**src/hdl/bp_pkg.sv**
```systemverilog
/*
    branch predictor package
    widths, vector types and bus structs shared by the direction predictor
*/

package bp_pkg;

    // --------------------
    // sizes

    // instruction lanes per fetch block
    localparam int FETCH_LANES     = 4;
    localparam int LOG_FETCH_LANES = 2;

    // table rows
    localparam int GBPT_SETS     = 512;
    localparam int LOG_GBPT_SETS = 9;

    // global history length
    localparam int GH_BITS = 9;

    // --------------------
    // vector types

    // instruction address, halfword offset dropped
    typedef logic [37:0] pc38_t;

    // address bits 37:2, one fetch block
    typedef logic [35:0] fetch_idx_t;

    typedef logic [LOG_FETCH_LANES-1:0] fetch_lane_t;
    typedef logic [GH_BITS-1:0]         gh_t;
    typedef logic [8:0]                 asid_t;
    typedef logic [LOG_GBPT_SETS-1:0]   gbpt_idx_t;

    // two-bit counter as {taken, strong}
    // 00 WN (reset default), 01 SN, 10 WT, 11 ST
    typedef logic [1:0] tbc_t;

    // one row, a counter per lane, fits in a byte
    typedef tbc_t [FETCH_LANES-1:0] gbpt_set_t;

    // --------------------
    // bus structs

    typedef struct packed {
        logic       valid;
        fetch_idx_t fetch_idx;
    } pred_req_t;

    typedef struct packed {
        logic                   valid;
        logic [FETCH_LANES-1:0] taken_by_lane;
        gh_t                    gh;
    } pred_resp_t;

    typedef struct packed {
        logic  valid;
        pc38_t pc38;
        gh_t   gh;
        logic  taken;
        logic  mispredict;
    } update_t;

    // lane of an instruction within its fetch block
    function automatic fetch_lane_t fetch_lane_bits(pc38_t pc38);
        fetch_lane_bits = pc38[LOG_FETCH_LANES-1:0];
    endfunction

endpackage

```
**src/hdl/ghr.sv**
```systemverilog
/*
    global history register
    speculative shift on predictions, restore on mispredict,
    and the history snapshot that travels with each response
*/

`timescale 1ns/100ps

module ghr (
    input  logic                           CLK,
    input  logic                           nRST,

    // prediction request and its response
    input  logic                           req_valid,
    input  logic [bp_pkg::FETCH_LANES-1:0] resp_taken_by_lane,

    // resolution
    input  bp_pkg::update_t                update,

    // current history to the table
    output bp_pkg::gh_t                    gh,

    // delayed request info for the response
    output logic                           resp_valid,
    output bp_pkg::gh_t                    resp_gh
);

    import bp_pkg::*;

    gh_t  gh_next;
    logic restore;
    logic resp_taken;

    // --------------------
    // next history

    assign restore    = update.valid & update.mispredict;
    assign resp_taken = |resp_taken_by_lane;

    // mispredict wins over the speculative shift
    always_comb begin
        gh_next = gh;
        if (restore) begin
            gh_next = {update.gh[GH_BITS-2:0], update.taken};
        end else if (resp_valid) begin
            gh_next = {gh[GH_BITS-2:0], resp_taken};
        end
    end

    always_ff @(posedge CLK or negedge nRST) begin
        if (!nRST) begin
            gh <= '0;
        end else begin
            gh <= gh_next;
        end
    end

    // --------------------
    // response snapshot

    // history the table was indexed with, one cycle later
    always_ff @(posedge CLK or negedge nRST) begin
        if (!nRST) begin
            resp_valid <= 1'b0;
            resp_gh    <= '0;
        end else begin
            resp_valid <= req_valid;
            resp_gh    <= gh;
        end
    end

endmodule

```
**config.mk**
```make
export PLATFORM = sky130hd
export DESIGN_NAME = ghr
export DESIGN_NICKNAME = d
export VERILOG_FILES = /design/src/hdl/bp_pkg.sv /design/src/hdl/ghr.sv
export SDC_FILE = /design/constraint.sdc
export NUM_CORES = 1
export LEC_CHECK = 0
export ABC_AREA = 1
export BUFFER_PORTS_ARGS = -buffer_cell sky130_fd_sc_hd__buf_2
export CORE_MARGIN = 4
export CORE_UTILIZATION = 32
export CTS_BUF_LIST = sky130_fd_sc_hd__clkbuf_4
export CTS_CLUSTER_SIZE = 20
export DETAILED_ROUTE_END_ITERATION = 10
export GPL_TIMING_DRIVEN = 0
export PLACE_DENSITY = 0.85
export REMOVE_ABC_BUFFERS = 1
export SLEW_MARGIN = 20
export SYNTH_ARGS = -nofsm -noshare
export SYNTH_HDL_FRONTEND = slang
export SYNTH_SLANG_ARGS = --single-unit
```
**constraint.sdc**
```tcl
create_clock -name CLK -period 0.88 [get_ports CLK]
set_input_delay 0.176 -clock CLK [delete_from_list [all_inputs] [get_ports CLK]]
set_output_delay 0.176 -clock CLK [all_outputs]
set_load 0.005 [all_outputs]
```
==> summary.md <==
| Metric | Value |
|---|---|
| Worst Max-Slew Pin Slew | 408 ps |
| TritonCTS clock tree | done |
| Share of cells above drive strength 1 | 0.658 |
| Largest vdd supply drop | 0.979 mV |
| Endpoints failing setup | 28 |
| Synth area leader | dfrtp_1 |
| Final GP Congestion | between 0.7 and 0.8 |
| HPWL Detailed | approximately 1.2 mm |
| # clock sinks | 19 |
| Max_cap viols | 0 |
| Max Freq | 982 MHz |
| Largest net degree at the start of global routing | 20 |
| Skew final | just over 4 ps |
| Post-synth top cells | 20 x nand2_1, 19 x dfrtp_1, 15 x nand3_1, 3 x inv_1 |
| Synth area leaders | dfrtp_1 66%, nand2_1 10%, nand3_1 10%, buf_6 3.1%, a31oi_2 1.7% |
| Top-count cell post-synth | nand2_1 |
| Top-Level Pins | 76 |
| Area of the die | about 3100 µm² |
| Avg Cell Area, Syn | roughly 11 µm² |
| Register area share after synthesis | 0.655 |
| Critical Path RT | around 1100 ps |
| Residual DRC | 0 |
| Startpoint Class | register |
| Setup WS pre-CTS | -144 ps |
| WL met1 | 706 µm |
| WL/cell | 12.3 µm |
| Max H-tree Level | 1 |
| Pwr Density | 1720 nW/µm² |
| Total GRT Usage | 0.114 |
| Clk buf depth | 2 |
| Final worst path period need | 1020 ps |
| Number of synthesized register bits | 19 |
| Uppermost layer routed | met4 |
| Post-Syn Area | between 700 and 800 µm² |
| Post-DR vias/cell | 4.56 |
| Crit path max fanout | 8 |
| Met3 WL | 125 µm |
| RSZ-0062 raised after global routing | true |
| Port buffer count | 36 |
| Worst hold path type | in2reg |
| Final Hold Violating Endpoints | 0 |
| Cells after Synth | 68 |
| Area fraction of the dominant cell type after synthesis | 0.655 |
| Failing checks | negative setup slack |
| Total grt overflow | 0 |
| DR iter-0 viols | 4 |
| CP most frequent cell | nand2_4 |
| Max Slew Vio Count | 0 |
| Clock-pin slew on the worst setup and hold paths | about 100 ps |
| Critical path endpoint category | register |
| Slew headroom | 0.728 |
| Via count | 671 |
| Final worst-path cycle share | 1.16 |
| Total core area | 2060 µm² |
| CP Cell Sequence | buf_6, inv_4, nand2_4, clkinv_8, nand2_4, nand3_2 |
| CP max stage cell | dfrtp_2 |
| Async S/R FF share, synth | 1.00 |
| CP Data Arrival Time | 1200 ps |
| Total routed wirelength | 1.80 mm |
| Setup Crit Path Kind | reg2reg |
| FF+latch area | 477 µm² |
| Clock Latency Late Sink | about 290 ps |
| Synth Warn # | 0 |
| Reg-to-reg slack, setup | -140 ps |
| Library cells used by synthesis | 12 |
| Filler Cell Count | 202 |
| Met2 wire length | 943 µm |
| Area of the multi-input gates | 302 µm² |
| Antenna Nets Post-Route | 0 |
| Synth-to-Final Area Change | 62.1% |
| DIE HEIGHT | 55.6 µm |
| Vias in the first global route | around 630 |
| Die X | 55.6 µm |
| Worst hold path depth | 3 |
| Setup ws final | -138 ps |
| EDFF count, synth | 0 |
| N_diodes | 0 |
| Rows | 16 |
| Total CTS buffers | 3 |
| DRT Pass-1 Iters | 2 |
| Starting Density | 0.352 |
| Finished Core Util | 0.570 |
| Total Power | roughly 2.0 mW |
| Post-synth top flop | dfrtp_1 |
| Nets | 178 |
| Outcome | finished with violations |
| CP peak stage delay | between 300 and 400 ps |
| CTS Root Buffer Type | clkbuf_4 |
| Leak | 0.670 nW |
| Initial antenna violation count | 0 |
| Reg2reg path depth | 6 |
| First-pass GRT wire length | roughly 2.7 mm |
[through the flow]
step                      hold slack [ps]  TNS (ps)  cell area [µm²]  instances
after global routing                 93.6     -3860             1180        147
after CTS                            86.5     -2500             1100        146
after global placement                118      -977              917        129
after floorplan                      -120      -160              703         66
after detailed placement              131     -1100              917        129
final                                96.8     -2710             1180        147
[worst paths after layout]
check                                     startpoint              endpoint
worst max register to register  resp_valid$_DFF_PN0_     gh[4]$_DFFE_PN0P_
min in group asynchronous                       nRST  resp_gh[5]$_DFF_PN0_
worst max-delay path            resp_valid$_DFF_PN0_     gh[4]$_DFFE_PN0P_
worst min-delay path                       update[4]     gh[3]$_DFFE_PN0P_
max in group asynchronous                       nRST  resp_valid$_DFF_PN0_
worst min register to register     gh[7]$_DFFE_PN0P_  resp_gh[7]$_DFF_PN0_
[worst max-delay path, delay by kind of cell, from the launching register on]
kind / cells / cell delay [ps]
buffers and inverters: 3 / 280
flip-flops: 1 / 390
AND/OR/NAND/NOR: 3 / 230
[state kept, by name, indices dropped and copies added, names as in the netlist]
| register | flops |
|---|---|
| gh | 9 |
| resp_gh | 9 |
| resp_valid | 1 |
[cell usage in the layout (no fill, tap or decap), drive strengths merged]
cell,Yosys,final
inv,5,4
a31oi,1,1
dlygate4sd3,0,2
clkinv,0,1
nand3,16,16
clkbuf,0,4
dfrtp,19,19
buf,2,48
nand2,22,22
nor2,3,3
[power by group]
part	internal, mW	total, mW	switching (mW)
Sequential	0.987	1.03	0.0434
Clock	0.207	0.461	0.254
Combinational	0.266	0.526	0.260
Total	1.46	2.02	0.558
[repair_timing]
| item | in CTS | in global routing |
|---|---|---|
| gates resized for setup | 14 | 17 |
| hold buffers | 2 | 0 |
| setup endpoints to repair | 28 | 28 |
| hold endpoints to repair | 20 | 0 |
| pin swaps | 2 | 0 |
| buffers inserted | 11 | 2 |
[cells by family after synthesis]
family | count (synthesis) | share of synthesized area
AND/OR/NAND/NOR | 41 | 0.264
AO/OA/AOI/OAI | 1 | 0.0172
flip-flops | 19 | 0.655
buffers and inverters | 7 | 0.0638
[layout make-up]
cell class / count / share of cell area
clock buffer: 4 / 0.0255
inverter: 5 / 0.0287
multi-input combinational: 42 / 0.256
sequential: 19 / 0.405
tap: 27 / 0.0287
timing repair buffer: 50 / 0.255
[metal layers]
layer,vias up,GRT usage
met5,-,0
met3,4,0.0371
met1,320,0.125
met2,24,0.193
li1,323,-
met4,0,0.0625
Power figures use the tool's default switching activity.
